==> src/hdl/cdw_pkg.sv <==
// Shared widths, cause codes and entry layouts imported by all walker RTL modules
package cdw_pkg;

    // ------------------------------------------------------------
    // Widths
    // ------------------------------------------------------------
    localparam int DID_W   = 24;
    localparam int PPN_W   = 44;
    localparam int PA_W    = 56;
    localparam int CAUSE_W = 11;
    localparam int DW_W    = 64;
    // Context is tc, iohgatp, ta and fsc
    localparam int CTX_DWS = 4;

    // Fault causes reported on error_o
    localparam logic [CAUSE_W-1:0] CAUSE_DDT_INVALID = 11'd258;
    localparam logic [CAUSE_W-1:0] CAUSE_DDT_MISCONF = 11'd259;
    localparam logic [CAUSE_W-1:0] CAUSE_DDT_CORRUPT = 11'd268;

    // ddtp.MODE encodings for the directory depth
    localparam logic [3:0] MODE_1LVL = 4'd2;
    localparam logic [3:0] MODE_2LVL = 4'd3;
    localparam logic [3:0] MODE_3LVL = 4'd4;

    // Remaining directory levels, LVL1 holds the leaf
    typedef enum logic [1:0] {
        LVL1,
        LVL2,
        LVL3
    } level_e;

    typedef logic [1:0] ctx_idx_t;

    // ------------------------------------------------------------
    // Fetched doubleword layouts
    // ------------------------------------------------------------
    // Non-leaf directory entry
    typedef struct packed {
        logic [9:0]       rsvd_hi;
        logic [PPN_W-1:0] ppn;
        logic [8:0]       rsvd_lo;
        logic             v;
    } nl_entry_t;

    // Translation control
    typedef struct packed {
        logic [31:0] rsvd_hi;
        logic [19:0] rsvd_lo;
        logic        sxl;
        logic        sbe;
        logic        dpe;
        logic        sade;
        logic        gade;
        logic        prpr;
        logic        pdtv;
        logic        dtf;
        logic        t2gpa;
        logic        en_pri;
        logic        en_ats;
        logic        v;
    } tc_t;

    // Second-stage root pointer
    typedef struct packed {
        logic [3:0]       mode;
        logic [15:0]      gscid;
        logic [PPN_W-1:0] ppn;
    } iohgatp_t;

    // Translation attributes
    typedef struct packed {
        logic [31:0] rsvd_hi;
        logic [19:0] pscid;
        logic [11:0] rsvd_lo;
    } ta_t;

    // First-stage context
    typedef struct packed {
        logic [3:0]       mode;
        logic [15:0]      rsvd;
        logic [PPN_W-1:0] ppn;
    } fsc_t;

    // One bus word, seen as a directory entry or as a context doubleword
    typedef union packed {
        nl_entry_t nl;
        tc_t       tc;
        iohgatp_t  iohgatp;
        ta_t       ta;
        fsc_t      fsc;
    } cdw_word_u;

    // Loaded device context, tc in the low doubleword
    typedef struct packed {
        fsc_t     fsc;
        ta_t      ta;
        iohgatp_t iohgatp;
        tc_t      tc;
    } dev_ctx_t;

    // Capability and feature-control bits
    typedef struct packed {
        logic t2gpa;
        logic amo_hwad;
        logic sv32;
        logic sv39;
        logic sv48;
        logic sv57;
        logic sv32x4;
        logic sv39x4;
        logic sv48x4;
        logic sv57x4;
        logic gxl;
        logic be;
    } caps_t;

endpackage

==> src/hdl/cdw_walk_ctrl.sv <==
// Walk sequencer for the device directory; issues fetches, tracks the level and reports results
`timescale 1ns/1ps

module cdw_walk_ctrl import cdw_pkg::*; (
    input  logic               clk_i,
    input  logic               rst_ni,
    // Miss request
    input  logic               miss_i,
    input  logic [DID_W-1:0]   did_i,
    input  logic [PPN_W-1:0]   ddtp_ppn_i,
    input  logic [3:0]         ddtp_mode_i,
    // Results of the current fetch
    input  logic               fault_i,
    input  logic [CAUSE_W-1:0] fault_cause_i,
    input  logic               fetch_done_i,
    input  logic               bus_err_i,
    input  cdw_word_u          word_i,
    input  logic               ctx_full_i,
    // Stage control
    output logic               busy_o,
    output logic               fetch_req_o,
    output logic [PA_W-1:0]    fetch_adr_o,
    output logic               leaf_o,
    output logic               ctx_store_o,
    output logic               ctx_clear_o,
    // Walk result
    output logic               update_o,
    output logic [DID_W-1:0]   did_o,
    output logic               error_o,
    output logic [CAUSE_W-1:0] cause_o
);

    typedef enum logic [1:0] {
        IDLE,
        FETCH,
        WAIT,
        ERROR
    } state_e;

    state_e             state_q, state_d;
    level_e             lvl_q, lvl_d;
    level_e             start_lvl;
    level_e             next_lvl;
    logic               mode_ok;
    logic [PA_W-1:0]    start_ptr;
    logic [PA_W-1:0]    pptr_q, pptr_d;
    logic [DID_W-1:0]   did_q, did_d;
    logic [CAUSE_W-1:0] cause_q, cause_d;

    // Table pointer for a level, indexed by its device ID slice
    // Leaf contexts are 32 bytes, non-leaf entries 8 bytes
    function automatic logic [PA_W-1:0] table_ptr(input logic [PPN_W-1:0] ppn,
                                                  input level_e lvl,
                                                  input logic [DID_W-1:0] did);
        logic [PA_W-1:0] ptr;
        case (lvl)
            LVL1:    ptr = {ppn, did[6:0], 5'b0};
            LVL2:    ptr = {ppn, did[15:7], 3'b0};
            default: ptr = {ppn, 1'b0, did[23:16], 3'b0};
        endcase
        return ptr;
    endfunction

    // ------------------------------------------------------------
    // Walk entry point from ddtp
    // ------------------------------------------------------------
    always_comb begin
        start_lvl = LVL1;
        mode_ok   = 1'b1;
        case (ddtp_mode_i)
            MODE_1LVL: start_lvl = LVL1;
            MODE_2LVL: start_lvl = LVL2;
            MODE_3LVL: start_lvl = LVL3;
            // Off, bare and reserved modes cannot be walked
            default:   mode_ok = 1'b0;
        endcase
    end

    assign start_ptr = table_ptr(ddtp_ppn_i, start_lvl, did_i);
    assign next_lvl  = level_e'(lvl_q - 2'd1);

    // First fetch goes out straight from IDLE to save a cycle
    assign fetch_adr_o = (state_q == IDLE) ? start_ptr : pptr_q;
    assign leaf_o      = (lvl_q == LVL1);

    assign busy_o  = (state_q != IDLE);
    assign error_o = (state_q == ERROR);
    assign cause_o = cause_q;
    assign did_o   = did_q;

    // ------------------------------------------------------------
    // Next state
    // ------------------------------------------------------------
    always_comb begin
        state_d     = state_q;
        lvl_d       = lvl_q;
        pptr_d      = pptr_q;
        did_d       = did_q;
        cause_d     = cause_q;
        fetch_req_o = 1'b0;
        ctx_store_o = 1'b0;
        ctx_clear_o = 1'b0;
        update_o    = 1'b0;

        case (state_q)
            IDLE: begin
                if (miss_i) begin
                    did_d       = did_i;
                    lvl_d       = start_lvl;
                    pptr_d      = start_ptr;
                    ctx_clear_o = 1'b1;
                    if (mode_ok) begin
                        fetch_req_o = 1'b1;
                        state_d     = WAIT;
                    end else begin
                        cause_d = CAUSE_DDT_MISCONF;
                        state_d = ERROR;
                    end
                end
            end

            FETCH: begin
                // Full context means the leaf is done
                if (ctx_full_i) begin
                    update_o = 1'b1;
                    state_d  = IDLE;
                end else begin
                    fetch_req_o = 1'b1;
                    state_d     = WAIT;
                end
            end

            WAIT: begin
                if (fetch_done_i) begin
                    // Bus error wins over any decode of the returned word
                    if (bus_err_i) begin
                        cause_d = CAUSE_DDT_CORRUPT;
                        state_d = ERROR;
                    end else if (fault_i) begin
                        cause_d = fault_cause_i;
                        state_d = ERROR;
                    end else if (leaf_o) begin
                        // Next context doubleword sits 8 bytes higher
                        ctx_store_o = 1'b1;
                        pptr_d      = pptr_q + PA_W'(DW_W / 8);
                        state_d     = FETCH;
                    end else begin
                        lvl_d   = next_lvl;
                        pptr_d  = table_ptr(word_i.nl.ppn, next_lvl, did_q);
                        state_d = FETCH;
                    end
                end
            end

            // One cycle of error_o
            ERROR: state_d = IDLE;

            default: state_d = IDLE;
        endcase
    end

    always_ff @(posedge clk_i or negedge rst_ni) begin
        if (!rst_ni) begin
            state_q <= IDLE;
            lvl_q   <= LVL1;
            cause_q <= '0;
        end else begin
            state_q <= state_d;
            lvl_q   <= lvl_d;
            cause_q <= cause_d;
        end
    end

    always_ff @(posedge clk_i) begin
        pptr_q <= pptr_d;
        did_q  <= did_d;
    end

    // Requester must hold off new misses during a walk
    a_no_miss_while_busy: assert property (@(posedge clk_i) disable iff (!rst_ni)
        busy_o |-> !miss_i);

endmodule

==> src/hdl/cdw_wb_fetch.sv <==
// Wishbone classic read master that returns one registered doubleword per fetch request
`timescale 1ns/1ps

module cdw_wb_fetch import cdw_pkg::*; (
    input  logic            clk_i,
    input  logic            rst_ni,
    // Request from the walk controller
    input  logic            fetch_req_i,
    input  logic [PA_W-1:0] fetch_adr_i,
    // Wishbone master port
    output logic            wb_cyc_o,
    output logic            wb_stb_o,
    output logic [PA_W-1:0] wb_adr_o,
    input  logic [DW_W-1:0] wb_dat_i,
    input  logic            wb_ack_i,
    input  logic            wb_err_i,
    // Registered result
    output logic            fetch_done_o,
    output logic            bus_err_o,
    output cdw_word_u       word_o
);

    logic            cyc_q;
    logic            done_q;
    logic            err_q;
    logic [PA_W-1:0] adr_q;
    cdw_word_u       word_q;

    // Classic single read, stb follows cyc
    assign wb_cyc_o     = cyc_q;
    assign wb_stb_o     = cyc_q;
    assign wb_adr_o     = adr_q;
    assign fetch_done_o = done_q;
    assign bus_err_o    = err_q;
    assign word_o       = word_q;

    always_ff @(posedge clk_i or negedge rst_ni) begin
        if (!rst_ni) begin
            cyc_q  <= 1'b0;
            done_q <= 1'b0;
            err_q  <= 1'b0;
        end else begin
            done_q <= 1'b0;
            if (fetch_req_i) begin
                cyc_q <= 1'b1;
            end else if (cyc_q && (wb_ack_i || wb_err_i)) begin
                // Drop the cycle and flag completion next clock
                cyc_q  <= 1'b0;
                done_q <= 1'b1;
                err_q  <= wb_err_i;
            end
        end
    end

    always_ff @(posedge clk_i) begin
        if (fetch_req_i) begin
            adr_q <= fetch_adr_i;
        end
        if (cyc_q && wb_ack_i) begin
            word_q <= wb_dat_i;
        end
    end

    // Wait states keep cyc, stb and the address steady
    a_hold_until_ack: assert property (@(posedge clk_i) disable iff (!rst_ni)
        wb_stb_o && !wb_ack_i && !wb_err_i |=> wb_cyc_o && wb_stb_o && $stable(wb_adr_o));

    // Only one fetch in flight at a time
    a_one_outstanding: assert property (@(posedge clk_i) disable iff (!rst_ni)
        fetch_req_i |-> !wb_cyc_o);

endmodule

==> src/hdl/cdw_entry_check.sv <==
// Combinational checker that validates a fetched directory entry or context doubleword
`timescale 1ns/1ps

module cdw_entry_check import cdw_pkg::*; (
    input  cdw_word_u          word_i,
    input  logic               leaf_i,
    input  ctx_idx_t           idx_i,
    input  tc_t                tc_i,
    input  caps_t              caps_i,
    output logic               fault_o,
    output logic [CAUSE_W-1:0] fault_cause_o
);

    logic invalid;
    logic misconf;

    // Paging mode legal for the XLEN setting and the given capabilities
    // 32-bit XLEN only allows the Sv32 flavour in slot 8
    function automatic logic mode_supported(input logic [3:0] mode,
                                            input logic xl, s32, s39, s48, s57);
        logic ok;
        case (mode)
            4'd0:    ok = 1'b1;
            4'd8:    ok = xl ? s32 : s39;
            4'd9:    ok = !xl && s48;
            4'd10:   ok = !xl && s57;
            default: ok = 1'b0;
        endcase
        return ok;
    endfunction

    always_comb begin
        invalid = 1'b0;
        misconf = 1'b0;

        if (!leaf_i) begin
            // ------------------------------------------------------------
            // Non-leaf directory entry
            // ------------------------------------------------------------
            invalid = !word_i.nl.v;
            misconf = (|word_i.nl.rsvd_lo) || (|word_i.nl.rsvd_hi);
        end else begin
            // ------------------------------------------------------------
            // Device context doublewords
            // ------------------------------------------------------------
            case (idx_i)
                2'd0: begin
                    invalid = !word_i.tc.v;
                    misconf = (|word_i.tc.rsvd_lo) || (|word_i.tc.rsvd_hi)
                           || (word_i.tc.t2gpa && !word_i.tc.en_ats)
                           || (word_i.tc.t2gpa && !caps_i.t2gpa)
                           // Process directories are not walked here
                           || word_i.tc.pdtv
                           || ((word_i.tc.sade || word_i.tc.gade) && !caps_i.amo_hwad)
                           || (word_i.tc.sbe != caps_i.be)
                           || (word_i.tc.sxl != caps_i.gxl);
                end
                2'd1: begin
                    // Second-stage root follows the gxl setting and x4 caps
                    misconf = !mode_supported(word_i.iohgatp.mode, caps_i.gxl,
                                              caps_i.sv32x4, caps_i.sv39x4,
                                              caps_i.sv48x4, caps_i.sv57x4)
                           // Root table is 16 KiB aligned
                           || ((|word_i.iohgatp.mode) && (|word_i.iohgatp.ppn[1:0]));
                end
                2'd2: begin
                    misconf = (|word_i.ta.rsvd_lo) || (|word_i.ta.rsvd_hi);
                end
                default: begin
                    // First stage follows sxl from the stored tc
                    misconf = !mode_supported(word_i.fsc.mode, tc_i.sxl,
                                              caps_i.sv32, caps_i.sv39,
                                              caps_i.sv48, caps_i.sv57)
                           || (|word_i.fsc.rsvd);
                end
            endcase
        end
    end

    // Invalid takes priority over misconfigured
    assign fault_o       = invalid || misconf;
    assign fault_cause_o = invalid ? CAUSE_DDT_INVALID : CAUSE_DDT_MISCONF;

endmodule

==> src/hdl/cdw_context_asm.sv <==
// Collects the device context doublewords of a leaf fetch and flags a complete context
`timescale 1ns/1ps

module cdw_context_asm import cdw_pkg::*; (
    input  logic      clk_i,
    input  logic      rst_ni,
    input  logic      ctx_clear_i,
    input  logic      ctx_store_i,
    input  cdw_word_u word_i,
    output ctx_idx_t  idx_o,
    output tc_t       tc_o,
    output dev_ctx_t  ctx_o,
    output logic      ctx_full_o
);

    // Doubleword 0 lands in the low bits, matching dev_ctx_t
    logic [CTX_DWS-1:0][DW_W-1:0] ctx_q;
    ctx_idx_t                     idx_q;
    logic                         full_q;

    assign idx_o      = idx_q;
    assign tc_o       = tc_t'(ctx_q[0]);
    assign ctx_o      = dev_ctx_t'(ctx_q);
    assign ctx_full_o = full_q;

    always_ff @(posedge clk_i or negedge rst_ni) begin
        if (!rst_ni) begin
            idx_q  <= '0;
            full_q <= 1'b0;
        end else if (ctx_clear_i) begin
            idx_q  <= '0;
            full_q <= 1'b0;
        end else if (ctx_store_i) begin
            idx_q <= idx_q + 2'd1;
            // Last slot written
            if (idx_q == ctx_idx_t'(CTX_DWS - 1)) begin
                full_q <= 1'b1;
            end
        end
    end

    always_ff @(posedge clk_i) begin
        if (ctx_store_i) begin
            ctx_q[idx_q] <= word_i;
        end
    end

    // Walker must stop storing once the context is complete
    a_no_store_when_full: assert property (@(posedge clk_i) disable iff (!rst_ni)
        ctx_store_i |-> !full_q);

endmodule

==> src/hdl/cdw_top.sv <==
// Top level of the device directory walker; connects control, bus fetch, checks and context storage
`timescale 1ns/1ps

module cdw_top import cdw_pkg::*; (
    input  logic               clk_i,
    input  logic               rst_ni,
    // Miss request
    input  logic               miss_i,
    input  logic [DID_W-1:0]   did_i,
    input  logic [PPN_W-1:0]   ddtp_ppn_i,
    input  logic [3:0]         ddtp_mode_i,
    input  caps_t              caps_i,
    // Result
    output logic               busy_o,
    output logic               update_o,
    output logic [DID_W-1:0]   did_o,
    output dev_ctx_t           ctx_o,
    output logic               error_o,
    output logic [CAUSE_W-1:0] cause_o,
    // Wishbone master
    output logic               wb_cyc_o,
    output logic               wb_stb_o,
    output logic [PA_W-1:0]    wb_adr_o,
    input  logic [DW_W-1:0]    wb_dat_i,
    input  logic               wb_ack_i,
    input  logic               wb_err_i
);

    logic               fetch_req;
    logic [PA_W-1:0]    fetch_adr;
    logic               fetch_done;
    logic               bus_err;
    cdw_word_u          word;
    logic               leaf;
    logic               fault;
    logic [CAUSE_W-1:0] fault_cause;
    logic               ctx_store;
    logic               ctx_clear;
    logic               ctx_full;
    ctx_idx_t           idx;
    tc_t                tc;

    // ------------------------------------------------------------
    // Stages
    // ------------------------------------------------------------
    cdw_walk_ctrl u_walk_ctrl (
        .clk_i         (clk_i),
        .rst_ni        (rst_ni),
        .miss_i        (miss_i),
        .did_i         (did_i),
        .ddtp_ppn_i    (ddtp_ppn_i),
        .ddtp_mode_i   (ddtp_mode_i),
        .fault_i       (fault),
        .fault_cause_i (fault_cause),
        .fetch_done_i  (fetch_done),
        .bus_err_i     (bus_err),
        .word_i        (word),
        .ctx_full_i    (ctx_full),
        .busy_o        (busy_o),
        .fetch_req_o   (fetch_req),
        .fetch_adr_o   (fetch_adr),
        .leaf_o        (leaf),
        .ctx_store_o   (ctx_store),
        .ctx_clear_o   (ctx_clear),
        .update_o      (update_o),
        .did_o         (did_o),
        .error_o       (error_o),
        .cause_o       (cause_o)
    );

    cdw_wb_fetch u_wb_fetch (
        .clk_i        (clk_i),
        .rst_ni       (rst_ni),
        .fetch_req_i  (fetch_req),
        .fetch_adr_i  (fetch_adr),
        .wb_cyc_o     (wb_cyc_o),
        .wb_stb_o     (wb_stb_o),
        .wb_adr_o     (wb_adr_o),
        .wb_dat_i     (wb_dat_i),
        .wb_ack_i     (wb_ack_i),
        .wb_err_i     (wb_err_i),
        .fetch_done_o (fetch_done),
        .bus_err_o    (bus_err),
        .word_o       (word)
    );

    cdw_entry_check u_entry_check (
        .word_i        (word),
        .leaf_i        (leaf),
        .idx_i         (idx),
        .tc_i          (tc),
        .caps_i        (caps_i),
        .fault_o       (fault),
        .fault_cause_o (fault_cause)
    );

    cdw_context_asm u_context_asm (
        .clk_i       (clk_i),
        .rst_ni      (rst_ni),
        .ctx_clear_i (ctx_clear),
        .ctx_store_i (ctx_store),
        .word_i      (word),
        .idx_o       (idx),
        .tc_o        (tc),
        .ctx_o       (ctx_o),
        .ctx_full_o  (ctx_full)
    );

endmodule

==> config.mk <==
export PLATFORM = sky130hd
export DESIGN_NAME = cdw_top
export DESIGN_NICKNAME = d
export VERILOG_FILES = /design/src/hdl/cdw_pkg.sv /design/src/hdl/cdw_walk_ctrl.sv /design/src/hdl/cdw_wb_fetch.sv /design/src/hdl/cdw_entry_check.sv /design/src/hdl/cdw_context_asm.sv /design/src/hdl/cdw_top.sv
export SDC_FILE = /design/constraint.sdc
export NUM_CORES = 1
export LEC_CHECK = 0
export BUFFER_PORTS_ARGS = -buffer_cell sky130_fd_sc_hd__buf_2
export CAP_MARGIN = 0
export CORE_MARGIN = 4
export CORE_UTILIZATION = 30
export CTS_CLUSTER_SIZE = 12
export DETAILED_ROUTE_END_ITERATION = 8
export PLACE_DENSITY = 0.57
export SYNTH_ARGS = -nofsm -noshare
export SYNTH_HDL_FRONTEND = slang
export SYNTH_SLANG_ARGS = --single-unit
==> constraint.sdc <==
create_clock -name clk_i -period 7.4 [get_ports clk_i]
set_input_delay 1.11 -clock clk_i [delete_from_list [all_inputs] [get_ports clk_i]]
set_output_delay 1.11 -clock clk_i [all_outputs]
set_load 0.02 [all_outputs]
## Word-level counts from Yosys, hierarchy flattened

Cells that the tools add are included.

- Add/subtract/negate cells: 3
- Multipliers: 0
- Div/mod/pow operators: 0
- $lt $le $gt $ge: 2
- Equal/unequal tests: 23
- Shifts and indexed selects: 0
- Muxes and demuxes: 68
- Bitwise logic cells: 1
- Reduce and logical (&&, ||, !) cells: 61

Operators with widths:

| cell | count |
|---|---|
| two-way mux 56 bit | 6 |
| bitwise mux 256 bit | 1 |
| demux 64 bit (select 2 bit) | 1 |
| one-hot mux 56 bit (2 select lines) | 1 |
| two-way mux 64 bit | 1 |
| adder 56 x 4 -> 56 bit, second input constant | 1 |
| two-way mux 11 bit | 5 |
| one-hot mux 12 bit (2 select lines) | 2 |
| OR reduction 32 bit | 1 |
| two-way mux 1 bit | 31 |
| two-way mux 2 bit | 12 |
| one-hot mux 11 bit (2 select lines) | 1 |
| OR reduction 20 bit | 1 |
| OR reduction 16 bit | 1 |
| logical OR 1 bit | 14 |
| == test 4 bit, second input constant | 3 |
| OR reduction 12 bit | 1 |
| logical AND 1 bit | 11 |
| zero test 2 bit | 5 |
| inequality test 2 bit, second input constant | 5 |
| AND reduction 5 bit | 2 |
| nonzero test 2 bit | 5 |
| OR reduction 10 bit | 1 |
| OR reduction 9 bit | 1 |
| 24 further kinds | 45 |

- Flip-flop bits (word level): 477
- Latch bits: 0
- RAM bits: 0
- ROM bits: 0
- Bits of input ports: 153
- Output and inout port bits: 352
- Logic and storage cells: 174
- Memories kept: 0

## Logic depth before layout (Yosys ltp)

Gate-level depths: netlist of the first run.

- Word-level depth: 17
- Depth in mapped cells: 9

## By module

Synthesis of the first run repeated with hierarchy kept, for this count alone.

- Cell total of the unflattened synthesis: 1293
- Area, all modules: 18898.1 sq um

By module, submodules not included:

| module | instances | cells an instance | area an instance (sq um) |
|---|---|---|---|
| cdw_context_asm | 1 | 339 | 8365.5 |
| cdw_walk_ctrl | 1 | 758 | 6334.8 |
| cdw_wb_fetch | 1 | 131 | 3733.6 |
| cdw_entry_check | 1 | 65 | 464.2 |

## Worst setup path after synthesis of the first run

No wires, ideal clock.

- Path kind: input -> register
- Start: in caps_i[9] in the netlist's numbering
- End: reg u_context_asm.ctx_q, in the netlist u_context_asm.ctx_o[192] (enable)
- Library setup time: 567 ps
- Arrival: 6492 ps
- Data required time: 6833 ps
- Setup slack: 341 ps
- Stages: 6
- Path through: nand2_1 -> a211oi_1 -> a31oi_1 -> o41ai_1 -> a31oi_2 -> nor3_1

- Cells in the longest elaborated chain, start to end: 13

Ends and longest elaborated chain:

| what | line | source |
|---|---|---|
| from (decl) | cdw_top.sv:12 | `input caps_t caps_i,` |
| two-way mux 1 bit | cdw_entry_check.sv:24 | `4'd8: ok = xl ? s32 : s39;` |
| one-hot mux 1 bit (4 select lines) | cdw_entry_check.sv:22 | `case (mode)` |
| two-way mux 1 bit | cdw_entry_check.sv:46 | `case (idx_i)` |
| two-way mux 1 bit | cdw_entry_check.sv:36 | `if (!leaf_i) begin` |
| zero test 1 bit | cdw_entry_check.sv:71 | `misconf = !mode_supported(word_i.fsc.mode, tc_i.sxl,` |
| logical OR 1 bit | cdw_entry_check.sv:74 | `\|\| (\|word_i.fsc.rsvd);` |
| one-hot mux 1 bit (3 select lines) | cdw_entry_check.sv:46 |  |
| two-way mux 1 bit | cdw_entry_check.sv:36 |  |
| logical OR 1 bit | cdw_entry_check.sv:81 | `assign fault_o = invalid \|\| misconf;` |
| two-way mux 1 bit | cdw_walk_ctrl.sv:139 | `end else if (fault_i) begin` |
| two-way mux 1 bit | cdw_walk_ctrl.sv:136 | `if (bus_err_i) begin` |
| two-way mux 1 bit | cdw_walk_ctrl.sv:134 | `if (fetch_done_i) begin` |
| two-way mux 1 bit | cdw_walk_ctrl.sv:105 | `case (state_q)` |
| to (signal, indexed assignment) | cdw_context_asm.sv:44 | `ctx_q[idx_q] <= word_i;` |
| to (decl) | cdw_context_asm.sv:17 | `logic [CTX_DWS-1:0][DW_W-1:0] ctx_q;` |

No other way between the ends. The select of a mux whose other input is x is not followed.
A chain may end at the register's enable or synchronous reset.

## Final worst setup path of the first run

- Start: reg u_wb_fetch.word_q, in the netlist u_wb_fetch.word_o[60]
- End: reg u_context_asm.ctx_q, in the netlist u_context_asm.tc_o[40] (enable)

- Cells in the longest elaborated chain, start to end: 15
- Elaborated cells on any way between the ends: 34

Ends and longest elaborated chain:

| what | line | source |
|---|---|---|
| from (decl) | cdw_wb_fetch.sv:27 | `cdw_word_u word_q;` |
| from (signal assigned) | cdw_wb_fetch.sv:60 | `word_q <= wb_dat_i;` |
| branches (longest 9 deep; another with == test 4 bit) | -- |  |
| two-way mux 1 bit * | cdw_entry_check.sv:36 |  |
| logical OR 1 bit * | cdw_entry_check.sv:81 |  |
| two-way mux 1 bit * | cdw_walk_ctrl.sv:139 |  |
| two-way mux 1 bit * | cdw_walk_ctrl.sv:136 |  |
| two-way mux 1 bit * | cdw_walk_ctrl.sv:134 |  |
| two-way mux 1 bit * | cdw_walk_ctrl.sv:105 |  |

Every way passes the cells marked *. The select of a mux whose other input is x is not followed.

==> results of run 1 <==
==> sequential cells by signal, indices dropped and copies added (netlist names) <==
signal	cells
u_context_asm.idx_o	2
u_context_asm.ctx_o	192
u_walk_ctrl.did_o	24
u_wb_fetch.word_o	64
u_walk_ctrl.lvl_q	2
u_wb_fetch.fetch_done_o	1
u_wb_fetch.bus_err_o	1
u_walk_ctrl.state_q	2
u_wb_fetch.wb_adr_o	53
u_context_asm.tc_o	64
u_walk_ctrl.cause_o	4
u_walk_ctrl.pptr_q	53
u_context_asm.ctx_full_o	1
u_wb_fetch.wb_cyc_o	1
==> worst paths after layout <==
check | startpoint | to | slack (ns) | cells after the start
min in group clk_i | u_walk_ctrl.cause_o[1]$_DFFE_PN0P_ | u_walk_ctrl.cause_o[1]$_DFFE_PN0P_ | 0.51 | 1
max | u_wb_fetch.word_o[60]$_DFFE_PP_ | u_context_asm.tc_o[40]$_DFFE_PP_ | 3.02 | 8
max reg2reg | u_wb_fetch.word_o[60]$_DFFE_PP_ | u_context_asm.tc_o[40]$_DFFE_PP_ | 3.02 | 8
min | rst_ni | u_wb_fetch.wb_cyc_o$_DFFE_PN0P_ | 0.44 | 1
max in group asynchronous | rst_ni | u_walk_ctrl.lvl_q[0]$_DFFE_PN0P_ | 6.67 | 1
min reg2reg | u_walk_ctrl.cause_o[1]$_DFFE_PN0P_ | u_walk_ctrl.cause_o[1]$_DFFE_PN0P_ | 0.51 | 1
==> cell usage in the layout (no fill, tap or decap), types with 18 or more instances in the layout <==
cell type,n
a21o_1,22
a21oi_1,57
buf_2,495
buf_4,18
clkbuf_16,51
edfxtp_1,450
nand2_1,187
nand3_1,22
nor2_1,44
o21ai_0,71
xnor2_1,27
xor2_1,25
==> layer usage <==
layer  track usage (%)  vias to the layer above  part of all wire [%]  routed length (µm)
met5                 0                        -                 0.099                  57
met4              5.91                        8                   2.8                1580
met3              4.01                       93                   7.2                4120
met2              29.2                      455                    49               28000
met1              22.6                     5819                    41               23700
li1                  -                     5395                     -                   -
==> through the flow <==
stage | setup slack [ns] | instance area (µm²)
2_1_floorplan | 0.341 | 17800
3_3_place_gp | 2.97 | 21200
3_5_place_dp | 3.00 | 21200
4_1_cts | 2.98 | 22700
5_1_grt | 2.89 | 22700
6_report | 3.02 | 22700
==> power by group <==
| group | leakage [nW] | internal [mW] | switching [mW] |
|---|---|---|---|
| registers | 4.26 | 3.41 | 0.287 |
| logic | 3.55 | 0.583 | 1.34 |
| clock network | 0.721 | 1.32 | 1.01 |
==> critical path, stage by stage (launching register included) <==
cell      delay (ns)
edfxtp_1        0.58
nor4_2          0.82
nand4_1         0.47
or2_1           0.39
o21ai_0         0.29
a31oi_2         0.24
nor3_2          0.19
buf_4           0.41
buf_4           0.55
==> kinds of logic (layout without fill, tap and decap cells) <==
family          after synthesis  in the layout  synth area share (%)
simple gates                365            365                  9.59
compound gates              190            190                  6.42
xor+xnor                     52             52                  2.57
other cells                   1             16                0.0212
buf+inv                      72            613                  1.76
mux                          15             15                 0.847
flops                       464            464                  78.2
fa+ha+maj                     8              8                 0.565
==> layout make-up <==
| class | count | area [µm²] | area share, % |
|---|---|---|---|
| flip-flops and latches | 464 | 13900 | 61.1 |
| multi-input cells | 639 | 3660 | 16.1 |
| repair buffers | 513 | 2610 | 11.5 |
| clock buffers | 69 | 1350 | 5.97 |
| well taps | 765 | 957 | 4.22 |
| clock inverters | 15 | 151 | 0.668 |
| inverters | 16 | 61.3 | 0.270 |
| diodes | 7 | 17.5 | 0.0772 |
==> flow_summary.json, run 1 <==
{
  "wl_mm": 57.5,
  "root_buffer": "clkbuf_16",
  "core_um2": 58100,
  "drive_gt1_share_pct": 34.8,
  "io_pins": 505,
  "path_max_fanout": 37,
  "grt_pass1_wl_mm": 82.0,
  "synth-async-reset-ratio_pct": 3.02,
  "p_leak_nw": 8.53,
  "cp.arrival_ns": 4.60,
  "post-route-period-util_pct": 59.2,
  "synth.top_cells.by_area": "edfxtp_1 (76%), nand2_1 (4.0%), o21ai_0 (2.0%)",
  "cap_violations": 0,
  "cts_tree": "yes",
  "gp_congestion": 0.816,
  "power.total_mw": 7.94,
  "end_kind": "flip-flop",
  "p_per_area_nw_per_um2": 350,
  "yosys.area.top_type": "edfxtp_1",
  "die_h_um": 251,
  "first_global_vias": 12000,
  "postLayoutCoreUtil_pct": 39.0,
  "clk_pin_slew_ns": 0.06,
  "whs_ns": 0.440,
  "finalSetupTns_ns": 0,
  "num-fill-cells": 5525,
  "post_cts_resized": 0,
  "numCtsBuffers": 50,
  "vdd.ir_drop.worst_mv": 0.202,
  "synth.most_common_cell": "edfxtp_1",
  "syn2layout_area_growth_pct": 28.0,
  "rsz0062_at_grt": "false",
  "grt_max_degree": 61,
  "cts_hold_buf": 0,
  "vias": 11800,
  "firstDrtPassIters": 5,
  "initial_core_util_pct": 30.5,
  "synth.distinct_cells": 54,
  "finalNonFillerCells": 2488,
  "postCtsSetupRepairBufs": 0,
  "antenna_left": 0,
  "synth_ff_type": "edfxtp_1",
  "via_per_inst": 4.73,
  "drtIter0Drc": 879,
  "netlist_area_um2": 17700,
  "min_period_ns": 4.38,
  "max_freq_mhz": 228,
  "slew_viol_final": 0,
  "port_buffers": 495,
  "finalSetupViolCount": 0,
  "status": "finished clean",
  "clockBufferDepth": 3,
  "worst_slew_pin_slew_ns": 1.14,
  "avgSynthCellArea_um2": 15.2,
  "drc": 0,
  "skew_ns": 0.0341,
  "synthCells": 1167,
  "yosysWarnings": 0,
  "gr-total-overflow": 0,
  "hold_viol": 0,
  "clock-sinks": 464,
  "dpl.hpwl_mm": 42.1,
  "dp_cells": 2397,
  "synth_edf_count": 450,
  "ys_seq_area_share_pct": 78.2,
  "die_w_um": 251,
  "fp-row-count": 88,
  "detail_route.wl_per_cell_um": 23.1,
  "max-slew-margin-rel_pct": 23.9,
  "worstSetupPathType": "flip-flop to flip-flop",
  "crit_path_start_kind": "flip-flop",
  "holdCritPathClass": "input pin to async pin",
  "insertion_delay_ns": 0.59,
  "cp_data_required_time_ns": 7.62,
  "track_usage_pct": 17.5,
  "ys_seq_elements": 464,
  "netlist.area_leader.share_pct": 76.3,
  "ys_top_cells_by_count": "edfxtp_1 (450), nand2_1 (187), o21ai_0 (71)",
  "grt_antenna_before_repair": 10,
  "nets": 1845,
  "die-area_um2": 63000,
  "htreeDepth": 2
}
No activity file was read; power rests on OpenSTA's default activity.
==> run 2: changes to the inputs <==
PLACE_DENSITY = 0.55   (was 0.57)
clock period = 4.39 ns   (was 7.4 ns; I/O delays follow)
==> run 2 against run 1 <==
Combinational power up 70%. Critical path depth unchanged. Count of clock-buffer cells in the layout down 5. Hold slack worse by 0.20 ns. Cell count up 0.24%. Sequential cell count unchanged. Clock skew down 0.0014 ns. Final area up 0.89%. Critical path type unchanged.
==> flow_summary.json, run 2 (same netlist as run 1, synthesis figures left out) <==
{
  "status": "finished clean",
  "die_w_um": 251,
  "worstSetupPathType": "flip-flop to flip-flop",
  "grt_max_degree": 74,
  "post-route-period-util_pct": 82.1,
  "min_period_ns": 3.61,
  "crit_path_end": "u_walk_ctrl.pptr_q[46]$_DFFE_PP_",
  "worst_slew_pin_slew_ns": 1.16,
  "end_kind": "flip-flop",
  "root_buffer": "clkbuf_16",
  "via_per_inst": 4.77,
  "gr-total-overflow": 0,
  "p_leak_nw": 8.63,
  "track_usage_pct": 17.8,
  "syn2layout_area_growth_pct": 29.1,
  "layout_commonest_cell": "buf_2",
  "detail_route.wl_per_cell_um": 23.4,
  "path_max_fanout": 32,
  "crit_path_start_kind": "flip-flop",
  "place_area_um2": 21300,
  "nets": 1855,
  "finalSetupViolCount": 0,
  "cap_violations": 0,
  "antenna_left": 0,
  "die_h_um": 251,
  "postCtsSetupRepairBufs": 0,
  "p_per_area_nw_per_um2": 591,
  "initial_core_util_pct": 30.5,
  "clockBufferDepth": 3,
  "largest_reg_flops": 192,
  "fp-row-count": 88,
  "die-area_um2": 63000,
  "wl_mm": 58.5,
  "cp_data_required_time_ns": 4.60,
  "drive_gt1_share_pct": 35.3,
  "r2r-end": "u_walk_ctrl.pptr_q[46]$_DFFE_PP_",
  "hold_viol": 0,
  "grt_antenna_before_repair": 10,
  "drc": 0,
  "fin_ws_ns": 0.785,
  "first_global_vias": 12100,
  "gp_congestion": 0.809,
  "io_pins": 505,
  "clock-sinks": 464,
  "final_cell_mix": "buf_2 (495), edfxtp_1 (450), nand2_1 (187)",
  "rr_startpoint": "u_wb_fetch.word_o[40]$_DFFE_PP_",
  "cp.arrival_ns": 3.81,
  "firstDrtPassIters": 5,
  "core_um2": 58100,
  "skew_ns": 0.0327,
  "place_ws_ns": 0.739,
  "grt_pass1_wl_mm": 83.8,
  "post_cts_resized": 0,
  "r2r_slack_ns": 0.78,
  "numCtsBuffers": 49,
  "cts_tree": "yes",
  "htreeDepth": 2,
  "insertion_delay_ns": 0.59,
  "drtIter0Drc": 815,
  "finalSetupTns_ns": 0,
  "max-slew-margin-rel_pct": 22.1,
  "port_buffers": 495,
  "holdCritPathClass": "input pin to flip-flop",
  "vias": 11900,
  "dpl.hpwl_mm": 43.1,
  "worstSetupStartpoint": "u_wb_fetch.word_o[40]$_DFFE_PP_",
  "max_freq_mhz": 277,
  "vdd.ir_drop.worst_mv": 0.322,
  "slew_viol_final": 0,
  "postLayoutCellArea_um2": 22900,
  "clk_pin_slew_ns": 0.06,
  "whs_ns": 0.239,
  "rsz0062_at_grt": "false",
  "reg2reg_depth": 8,
  "num-fill-cells": 5549
}
==> run 2: worst min-delay path by stage <==
stage                                       startpoint                                    to  slack (ns)  cells after the start
floorplan                                       rst_ni  u_context_asm.ctx_full_o$_DFFE_PN0P_        0.36                      0
global placement    u_walk_ctrl.cause_o[1]$_DFFE_PN0P_    u_walk_ctrl.cause_o[1]$_DFFE_PN0P_        0.47                      1
detailed placement  u_walk_ctrl.cause_o[1]$_DFFE_PN0P_    u_walk_ctrl.cause_o[1]$_DFFE_PN0P_        0.48                      1
CTS                                       wb_dat_i[56]       u_wb_fetch.word_o[56]$_DFFE_PP_        0.20                      1
global route                              wb_dat_i[10]       u_wb_fetch.word_o[10]$_DFFE_PP_        0.21                      1
finish                                    wb_dat_i[56]       u_wb_fetch.word_o[56]$_DFFE_PP_        0.24                      1
==> run 2: timing repair <==
item	in CTS	in global routing
setup endpoints to repair	0	0
hold buffers	1	0
endpoints found under the hold margin	14	0
==> run 2: power breakdown <==
group | internal, mW | total [mW] | switching (mW)
combinational | 1.00 | 3.27 | 2.26
sequential | 5.74 | 6.22 | 0.480
clock | 2.36 | 4.03 | 1.67
total | 9.11 | 13.5 | 4.41
==> run 2: routing by layer <==
metal / up-vias / track usage, % / wire (µm)
li1: 5395 / - / -
met1: 5952 / 23.3 / 24500
met2: 466 / 29.8 / 28700
met3: 87 / 3.89 / 3770
met4: 2 / 5.37 / 1490
met5: - / 0 / 12
==> run 2: area by class of cell <==
cell class                      instances  area (µm²)  share of cell area [%]
Multi-Input combinational cell        639        3670                    16.1
Antenna cell                            6        15.0                  0.0656
Timing Repair Buffer                  524        2770                    12.1
Inverter                               16        61.3                   0.268
Tap cell                              765         957                    4.18
Sequential cell                       464       13900                    60.6
Clock buffer                           64        1330                    5.83
Clock inverter                         16         204                   0.891
==> run 2: critical path: stages (launching register included) <==
cell      delay [ns]
edfxtp_1        0.46
nor4_1          0.56
nand4_1         0.38
or2_1           0.36
o21ai_0         0.32
a31oi_2         0.29
nor2_1          0.27
o21a_2          0.16
buf_4           0.40
==> run 2: per-stage QoR <==
| step | utilization [%] | std cells | total power, mW |
|---|---|---|---|
| after floorplan | - | 1175 | 8.23 |
| after global placement | 36.7 | 2407 | 9.62 |
| after detailed placement | 36.7 | 2407 | 9.62 |
| after CTS | 39.3 | 2488 | 13.7 |
| after global routing | 39.4 | 2493 | 14.2 |
| final | 39.4 | 2494 | 13.5 |
